--- config.mk ---
export PLATFORM = sky130hd
export DESIGN_NAME = motorCommandLink
export DESIGN_NICKNAME = d
export VERILOG_FILES = /design/src/source/motorLinkPkg.sv /design/src/source/commandDecoder.sv /design/src/source/messageSerializer.sv /design/src/source/motorCommandLink.sv /design/src/source/uartTransmitter.sv /design/src/source/wheelFieldFormatter.sv
export VERILOG_INCLUDE_DIRS = /design/src /design/src/source
export SDC_FILE = /design/constraint.sdc
export NUM_CORES = 1
export LEC_CHECK = 0
export BUFFER_PORTS_ARGS = -buffer_cell sky130_fd_sc_hd__buf_4
export CORE_MARGIN = 10
export CORE_UTILIZATION = 56
export CTS_CLUSTER_DIAMETER = 30
export CTS_CLUSTER_SIZE = 40
export DETAILED_ROUTE_END_ITERATION = 16
export PLACE_DENSITY_LB_ADDON = 0.25
export SETUP_SLACK_MARGIN = 0.1
export SLEW_MARGIN = 0
export SYNTH_ARGS = -nofsm -noshare
export SYNTH_HDL_FRONTEND = slang
export SYNTH_SLANG_ARGS = --single-unit
--- constraint.sdc ---
create_clock -name clk -period 2.6 [get_ports clk]
set_clock_uncertainty 0.05 [all_clocks]
set_input_delay 0 -clock clk [delete_from_list [all_inputs] [get_ports clk]]
set_output_delay 0 -clock clk [all_outputs]
set_load 0.03 [all_outputs]
--- src/source/linkParams.svh ---
`ifndef LINK_PARAMS_SVH
`define LINK_PARAMS_SVH

// Shared sizing for the motor command link

// Baud divisor for 115200 baud on a 50 MHz clock
`define LINK_CLKS_PER_BIT 434

// Longest wheel field text, as in "-0.00"
`define LINK_FIELD_CHARS 5

// Differential drive, left and right
`define LINK_WHEELS 2

// Fixed skeleton plus the two longest fields
`define LINK_MAX_MSG 27

`endif

--- src/source/motorLinkPkg.sv ---
`default_nettype none

`include "linkParams.svh"

package motorLinkPkg;

    // Speed text selector per wheel
    typedef enum logic [2:0] {
        spdZero    = 3'd0, // "0"
        spdNegZero = 3'd1, // "-0.00"
        spdTurn    = 3'd2, // "0.12"
        spdSlow    = 3'd3, // "0.05"
        spdMedium  = 3'd4, // "0.25"
        spdFast    = 3'd5  // "0.5"
    } speedCode;

    // One speed code per wheel, left in the upper bits
    typedef struct packed {
        speedCode left;  // Goes after "L":
        speedCode right; // Goes after "R":
    } wheelCommand;

    // ASCII text of one wheel field
    typedef struct packed {
        logic [`LINK_FIELD_CHARS-1:0][7:0] chars; // First char in top byte
        logic [2:0]                        length; // Valid chars, 1 to 5
    } wheelField;

endpackage

`default_nettype wire

--- src/source/commandDecoder.sv ---
`timescale 1ns/1ps
`default_nettype none

module commandDecoder (
    input  logic [2:0]               stateControl, // Drive state from the switches
    output motorLinkPkg::wheelCommand command      // Speed code per wheel
);

    always_comb begin
        case (stateControl)
            3'd0: begin // Stop
                command.left  = motorLinkPkg::spdZero;
                command.right = motorLinkPkg::spdZero;
            end
            3'd1: begin // Turn left
                command.left  = motorLinkPkg::spdNegZero;
                command.right = motorLinkPkg::spdTurn;
            end
            3'd2: begin // Turn right
                command.left  = motorLinkPkg::spdTurn;
                command.right = motorLinkPkg::spdNegZero;
            end
            3'd3: begin // Forward slow
                command.left  = motorLinkPkg::spdSlow;
                command.right = motorLinkPkg::spdSlow;
            end
            3'd4: begin // Forward medium
                command.left  = motorLinkPkg::spdMedium;
                command.right = motorLinkPkg::spdMedium;
            end
            3'd5: begin // Forward fast
                command.left  = motorLinkPkg::spdFast;
                command.right = motorLinkPkg::spdFast;
            end
            default: begin // Codes 6 and 7 stop the robot
                command.left  = motorLinkPkg::spdZero;
                command.right = motorLinkPkg::spdZero;
            end
        endcase
    end

    // Floating switch inputs would silently map to stop
    assert final (!$isunknown(stateControl))
        else $error("commandDecoder: stateControl is unknown");

endmodule

`default_nettype wire

--- src/source/messageSerializer.sv ---
`timescale 1ns/1ps
`default_nettype none

`include "linkParams.svh"

module messageSerializer (
    input  logic                    clk,
    input  logic                    rst,
    input  motorLinkPkg::wheelField fields [`LINK_WHEELS], // Left then right
    output logic [7:0]              byteData,      // Byte offered to the UART
    output logic                    byteValid,     // Offer pending
    input  logic                    byteReady,     // UART idle
    input  logic                    frameEnd,      // Stop bit finishing
    output logic                    done,          // Message fully on the line
    output logic [7:0]              messageLength, // Length of latched message
    output logic [7:0]              lastByte       // Most recently accepted byte
);

    localparam int prefixLen  = 11;
    localparam int midLen     = 5;
    localparam int suffixLen  = 2;
    localparam int fixedChars = prefixLen + midLen + suffixLen; // 18 skeleton bytes

    localparam logic [8*prefixLen-1:0] prefixText = "{\"T\":1,\"L\":";
    localparam logic [8*midLen-1:0]    midText    = ",\"R\":";
    localparam logic [8*suffixLen-1:0] suffixText = "}\n";

    typedef enum logic [2:0] {
        segLatch,   // Capture fields for the next message
        segPrefix,  // {"T":1,"L":
        segLeft,    // Left wheel text
        segMid,     // ,"R":
        segRight,   // Right wheel text
        segSuffix,  // Closing brace and newline
        segWaitEnd  // Last frame still on the line
    } segmentType;

    segmentType              segment;      // Segment of the byte on byteData
    segmentType              nextSegment;  // Segment after the current one
    logic [3:0]              charIndex;    // Char within the segment
    logic                    segmentLast;  // Current byte ends its segment
    logic                    transfer;     // Handshake completes this cycle
    motorLinkPkg::wheelField held [`LINK_WHEELS]; // Fields frozen per message

    assign transfer = byteValid && byteReady;

    // Byte lookup from the segment cursor
    always_comb begin
        byteData    = 8'h00;
        segmentLast = 1'b0;
        nextSegment = segLatch;
        case (segment)
            segPrefix: begin
                byteData    = prefixText[8*(prefixLen-1-charIndex) +: 8];
                segmentLast = charIndex == 4'(prefixLen - 1);
                nextSegment = segLeft;
            end
            segLeft: begin
                byteData    = held[0].chars[`LINK_FIELD_CHARS-1-charIndex];
                segmentLast = charIndex == {1'b0, held[0].length} - 4'd1; // Latched length
                nextSegment = segMid;
            end
            segMid: begin
                byteData    = midText[8*(midLen-1-charIndex) +: 8];
                segmentLast = charIndex == 4'(midLen - 1);
                nextSegment = segRight;
            end
            segRight: begin
                byteData    = held[1].chars[`LINK_FIELD_CHARS-1-charIndex];
                segmentLast = charIndex == {1'b0, held[1].length} - 4'd1;
                nextSegment = segSuffix;
            end
            segSuffix: begin
                byteData    = suffixText[8*(suffixLen-1-charIndex) +: 8];
                segmentLast = charIndex == 4'(suffixLen - 1);
                nextSegment = segWaitEnd;
            end
            default: begin // Latch and wait present no byte
                nextSegment = segLatch;
            end
        endcase
    end

    // Segment FSM and handshake
    always_ff @(posedge clk or posedge rst) begin
        if (rst) begin
            segment       <= segLatch;
            charIndex     <= '0;
            byteValid     <= 1'b0;
            done          <= 1'b0;
            messageLength <= 8'(fixedChars + 2); // Stop message
            lastByte      <= 8'h00;
        end else begin
            done <= 1'b0; // Single-cycle pulse
            if (segment == segLatch) begin
                segment       <= segPrefix;
                charIndex     <= '0;
                byteValid     <= 1'b1; // First brace offered next cycle
                messageLength <= 8'(fixedChars) + 8'(fields[0].length) + 8'(fields[1].length);
            end else if (segment == segWaitEnd) begin
                if (frameEnd) begin // Newline frame finished
                    done    <= 1'b1;
                    segment <= segLatch; // Next message latched with done
                end
            end else if (transfer) begin
                lastByte <= byteData;
                if (segmentLast) begin
                    segment   <= nextSegment;
                    charIndex <= '0;
                    if (segment == segSuffix) begin
                        byteValid <= 1'b0; // Newline was the last byte
                    end
                end else begin
                    charIndex <= charIndex + 4'd1;
                end
            end
        end
    end

    // Field payload, captured once per message
    always_ff @(posedge clk) begin
        if (segment == segLatch) begin
            held <= fields;
        end
    end

    // Offered byte holds until the UART takes it
    assert property (@(posedge clk) disable iff (rst)
        byteValid && !byteReady |=> byteValid && $stable(byteData))
        else $error("messageSerializer: byte changed before transfer");

    // done only after the whole message has left
    assert property (@(posedge clk) disable iff (rst) !(done && byteValid))
        else $error("messageSerializer: done while a byte is pending");

    assert property (@(posedge clk) disable iff (rst) messageLength <= 8'(`LINK_MAX_MSG))
        else $error("messageSerializer: length %0d over limit", messageLength);

endmodule

`default_nettype wire

--- src/source/motorCommandLink.sv ---
`timescale 1ns/1ps
`default_nettype none

`include "linkParams.svh"

module motorCommandLink #(
    parameter int clksPerBit = `LINK_CLKS_PER_BIT // Baud divisor
) (
    input  logic       clk,
    input  logic       rst,
    input  logic [2:0] stateControl,  // Drive state select
    output logic       txLine,        // UART output to the motor board
    output logic       done,          // Message complete pulse
    output logic [7:0] messageLength, // Bytes in the current message
    output logic [7:0] lastByte       // Last byte handed to the UART
);

    motorLinkPkg::wheelCommand command;                    // Decoded speeds
    motorLinkPkg::speedCode    wheelSpeeds [`LINK_WHEELS]; // Speed per wheel
    motorLinkPkg::wheelField   fields [`LINK_WHEELS];      // Text per wheel
    logic [7:0]                byteData;
    logic                      byteValid;
    logic                      byteReady;
    logic                      frameEnd;

    commandDecoder decoder (
        .stateControl(stateControl),
        .command     (command)
    );

    assign wheelSpeeds[0] = command.left;
    assign wheelSpeeds[1] = command.right;

    // One formatter per wheel
    for (genvar w = 0; w < `LINK_WHEELS; w++) begin : gWheel
        wheelFieldFormatter formatter (
            .speed(wheelSpeeds[w]),
            .field(fields[w])
        );
    end

    messageSerializer serializer (
        .clk          (clk),
        .rst          (rst),
        .fields       (fields),
        .byteData     (byteData),
        .byteValid    (byteValid),
        .byteReady    (byteReady),
        .frameEnd     (frameEnd),
        .done         (done),
        .messageLength(messageLength),
        .lastByte     (lastByte)
    );

    uartTransmitter #(.clksPerBit(clksPerBit)) transmitter (
        .clk      (clk),
        .rst      (rst),
        .byteData (byteData),
        .byteValid(byteValid),
        .byteReady(byteReady),
        .txLine   (txLine),
        .frameEnd (frameEnd)
    );

endmodule

`default_nettype wire

--- src/source/uartTransmitter.sv ---
`timescale 1ns/1ps
`default_nettype none

`include "linkParams.svh"

module uartTransmitter #(
    parameter int clksPerBit = `LINK_CLKS_PER_BIT // Clock cycles per serial bit
) (
    input  logic       clk,
    input  logic       rst,
    input  logic [7:0] byteData,  // Byte to send
    input  logic       byteValid, // Byte offered
    output logic       byteReady, // High only while idle
    output logic       txLine,    // Serial output, idles high
    output logic       frameEnd   // Last cycle of the stop bit
);

    localparam int countWidth = (clksPerBit > 1) ? $clog2(clksPerBit) : 1;

    typedef enum logic [1:0] {
        txIdle,  // Line high, accepting a byte
        txStart, // Start bit low
        txData,  // Eight data bits, LSB first
        txStop   // Stop bit high
    } txStateType;

    txStateType            state;
    logic [countWidth-1:0] baudCount; // Cycles within the current bit
    logic [2:0]            bitCount;  // Data bit number
    logic [7:0]            shiftReg;  // Remaining data bits
    logic                  bitDone;   // Current bit has lasted clksPerBit

    assign bitDone   = baudCount == countWidth'(clksPerBit - 1);
    assign byteReady = state == txIdle;
    assign frameEnd  = (state == txStop) && bitDone;

    always_ff @(posedge clk or posedge rst) begin
        if (rst) begin
            state     <= txIdle;
            baudCount <= '0;
            bitCount  <= '0;
            txLine    <= 1'b1; // Mark level
        end else begin
            baudCount <= bitDone ? '0 : baudCount + 1'b1;
            case (state)
                txIdle: begin
                    baudCount <= '0; // Bit timing starts at the start bit
                    if (byteValid) begin
                        state  <= txStart;
                        txLine <= 1'b0; // Start bit on the cycle after transfer
                    end
                end
                txStart: begin
                    if (bitDone) begin
                        state    <= txData;
                        bitCount <= '0;
                        txLine   <= shiftReg[0]; // Bit 0 first
                    end
                end
                txData: begin
                    if (bitDone) begin
                        if (bitCount == 3'd7) begin
                            state  <= txStop;
                            txLine <= 1'b1;
                        end else begin
                            bitCount <= bitCount + 3'd1;
                            txLine   <= shiftReg[0];
                        end
                    end
                end
                default: begin // Stop bit
                    if (bitDone) begin
                        state <= txIdle;
                    end
                end
            endcase
        end
    end

    // Data path, loaded on transfer and shifted per bit
    always_ff @(posedge clk) begin
        if (byteReady && byteValid) begin
            shiftReg <= byteData;
        end else if ((state == txStart || state == txData) && bitDone) begin
            shiftReg <= shiftReg >> 1;
        end
    end

    // Idle line must sit at mark between frames
    assert property (@(posedge clk) disable iff (rst) byteReady |-> txLine)
        else $error("uartTransmitter: line low while idle");

endmodule

`default_nettype wire

--- src/source/wheelFieldFormatter.sv ---
`timescale 1ns/1ps
`default_nettype none

module wheelFieldFormatter (
    input  motorLinkPkg::speedCode  speed, // Speed code for this wheel
    output motorLinkPkg::wheelField field  // Left-aligned text and its length
);

    // Text is left-aligned, unused bytes padded with zero
    always_comb begin
        case (speed)
            motorLinkPkg::spdZero: begin
                field.chars  = {"0", 32'h0}; // Single digit
                field.length = 3'd1;
            end
            motorLinkPkg::spdNegZero: begin
                field.chars  = "-0.00"; // Fills all five bytes
                field.length = 3'd5;
            end
            motorLinkPkg::spdTurn: begin
                field.chars  = {"0.12", 8'h0}; // Turning wheel
                field.length = 3'd4;
            end
            motorLinkPkg::spdSlow: begin
                field.chars  = {"0.05", 8'h0};
                field.length = 3'd4;
            end
            motorLinkPkg::spdMedium: begin
                field.chars  = {"0.25", 8'h0};
                field.length = 3'd4;
            end
            motorLinkPkg::spdFast: begin
                field.chars  = {"0.5", 16'h0}; // Shortest nonzero speed text
                field.length = 3'd3;
            end
            default: begin // Unused codes send zero speed
                field.chars  = {"0", 32'h0};
                field.length = 3'd1;
            end
        endcase
    end

    // Serializer walks chars up to length, so an empty field would
    // end its segment before the first byte
    assert final (field.length != 3'd0)
        else $error("wheelFieldFormatter: empty field for speed %0d", speed);

endmodule

`default_nettype wire
==> out/metrics.cfg <==
[clock_tree]
path_clk_slew_ns=0.08
worstSkewPairLatency_ns=0.35
cts_sinks=66
htreeDepth=3
clock_path_buffers=2
cts_tree=built
root_buffer=clkbuf_8
cts_made_buffers=9

[sta]
slew_violations=0
timing.final.ws_setup_ns=-0.0154
grt_setup_unrepaired=yes
setup_viol=1
max_clock_freq_mhz=382
timing.setup.tns_ns=-0.0154
fin_crit_sh_pct=101
min_period_ns=2.62
holdWs_ns=0.269
finalHoldViolations=0

[cells_and_area]
final_common_cell=buf_4
diodes=0
drive_above_1_share_pct=21.7
layout_common_cells=buf_4 (62), nand2_1 (48), dfrtp_1 (34)
area_delta_synth_final_pct=20.3
final_util_pct=69.0
nets=550

[synthesis]
synth_area_sq_um=4410
synth_cell_types=74
synth_ff_type=dfrtp_1
ys_warn_count=0
avgSynthCellArea_sq_um=9.34
synthCells=472
ys_ff_latch=66
ys_seq_area_share_pct=40.9
synth_edf_count=29
ys_async_sr_fraction_pct=56.1

[placement]
place.gp.congestion=0.939
portBuffers=19
hpwl_mm=7.94

[grt]
grt_usage_pct=19.0
grt_max_degree=38
grt_pass1_wl_mm=18.0
grt_pass1_vias=3579
grt_antenna_before_repair=0
gr-total-overflow=0

[routing]
wire_per_inst_microns=17.6
drc_errors=0
drt_first_pass_iters=5
wl_mm=11.1
ant_nets=0
num_vias=3811
via_per_inst=6.04
drt-initial-drc-count=258

[setup_path]
worst_ep_required_time_ns=2.84
cp-start-kind=flip-flop
cp-end-kind=flip-flop
r2r-start=serializer.segment[1]$_DFFE_PP0P_
crit_type=flip-flop to flip-flop
arrival_ns=2.85
cp-startpoint=serializer.segment[1]$_DFFE_PP0P_
cp_max_fo=7

[power_and_ir_drop]
power.leakage_uw=0.00236
peakVddDrop_mv=0.377
total_power_uw=2080
cellPowerDensity_nw_per_um2=392

[floorplanning]
placementRows=32
die_area_sq_um=11800
fp.dieW_microns=109
io_pins=23
core-area_sq_um=7690
start_util_pct=57.3
die_y_microns=109

[hold_path]
hp-class=primary input to async pin

[run_status]
outcome=complete, but fails checks
violations=negative setup slack

[job]
drv_cap=0

-- routing by layer --
metal  wire, microns  GRT usage (%)  vias to the layer above
met5               0              0                        -
met3             605           4.13                       23
li1                -              -                     1825
met2            5460           32.6                      134
met4             286           5.93                        0
met1            4770           23.3                     1829
-- critical path, cell delays in order (launching register included) --
cell     delay (ns)
dfrtp_1        0.43
nor3b_4        0.24
mux2i_1        0.26
ha_1           0.29
xnor2_2        0.19
nor4_1         0.07
mux2_4         0.30
a31o_4         0.26
buf_6          0.13
o31ai_4        0.16
a22o_1         0.15
-- path summary, 6_finish.rpt --
path	endpoint	slack, ns	cells past startpoint
min	serializer.messageLength[5]$_DFFE_PP0P_	0.27	4
min reg2reg	serializer.lastByte[3]$_DFFE_PP0P_	0.43	1
max in group asynchronous	transmitter.txLine$_DFFE_PP1P_	1.88	4
min in group clk	serializer.lastByte[3]$_DFFE_PP0P_	0.43	1
max reg2reg	serializer.charIndex[2]$_DFFE_PP0P_	-0.02	10
max	serializer.charIndex[2]$_DFFE_PP0P_	-0.02	10
-- area by class of cell --
class	count	area, sq um
Clock buffer	12	166
Clock inverter	4	31.3
Fill cell	589	2380
Inverter	24	90.1
Multi-Input combinational cell	352	2490
Sequential cell	66	1800
Tap cell	102	128
Timing Repair Buffer	71	599
-- logic make-up after synthesis --
logic type               count (synthesis)  share of synthesized area, %
AO/OA/AOI/OAI                          135                          21.2
XOR/XNOR                                21                          4.17
adder cells (fa/ha/maj)                 21                          5.96
buffers and inverters                   56                          5.28
flip-flops                              66                          40.9
multiplexers                            19                          4.54
other                                    1                        0.0851
AND/OR/NAND/NOR                        153                          17.9
-- metrics by stage --
step                      std cells  setup slack [ns]  area, sq um
after global routing            631           -0.0947         5300
after CTS                       631            0.0208         5250
final                           631           -0.0154         5300
after floorplan                 474            -0.139         4450
after global placement          607            0.0490         4910
after detailed placement        607           -0.0764         4910
-- power breakdown --
group	switching, uW	leakage [uW]	total, uW	internal (uW)
registers	5.27	0.000684	1100	1100
clock network	424	0.000102	862	438
logic	71.7	0.00157	111	39.0
total	501	0.00236	2080	1580
-- what timing repair did --
item	CTS	global route
setup buffers	2	0
hold buffers	5	0
gates cloned	1	0
pin swaps	1	8
gates resized for setup	7	13
hold endpoints to repair	43	0
setup endpoints to repair	11	18
-- registers in the layout, summed over array words and instances (netlist names) --
signal and cells:
serializer.lastByte 7, transmitter.baudCount 9, serializer.done 1, serializer.charIndex 4, serializer.byteValid 1, serializer.messageLength 6, serializer.segment 3, transmitter.txLine 1
transmitter.bitCount 3, transmitter.shiftReg 7, serializer.held 22, transmitter.state 2
-- cells in the mapped netlist (all sizes together), types with 4 or more instances --
| cell | n | area share [%] |
|---|---|---|
| a211oi | 5 | 0.85 |
| a21o | 17 | 2.9 |
| a21oi | 23 | 2.6 |
| a22o | 6 | 1.2 |
| a32oi | 4 | 0.79 |
| a41oi | 6 | 1.2 |
| and3 | 6 | 0.85 |
| buf | 9 | 1.3 |
| clkbuf | 23 | 2.0 |
| dfrtp | 34 | 19 |
| edfxtp | 29 | 20 |
| ha | 21 | 6.0 |
| inv | 22 | 1.9 |
| mux2 | 5 | 1.4 |
| mux2i | 14 | 3.2 |
| nand2 | 48 | 4.1 |
| nand3 | 10 | 1.1 |
| nand3b | 4 | 0.68 |
| nor2 | 32 | 2.7 |
| nor2b | 14 | 2.0 |
| nor3 | 11 | 1.4 |
| nor4 | 4 | 0.57 |
| o2111ai | 4 | 0.79 |
| o21ai | 32 | 3.6 |
| xnor2 | 14 | 2.8 |
| xor2 | 7 | 1.4 |
(Power assumes the default switching activity.)
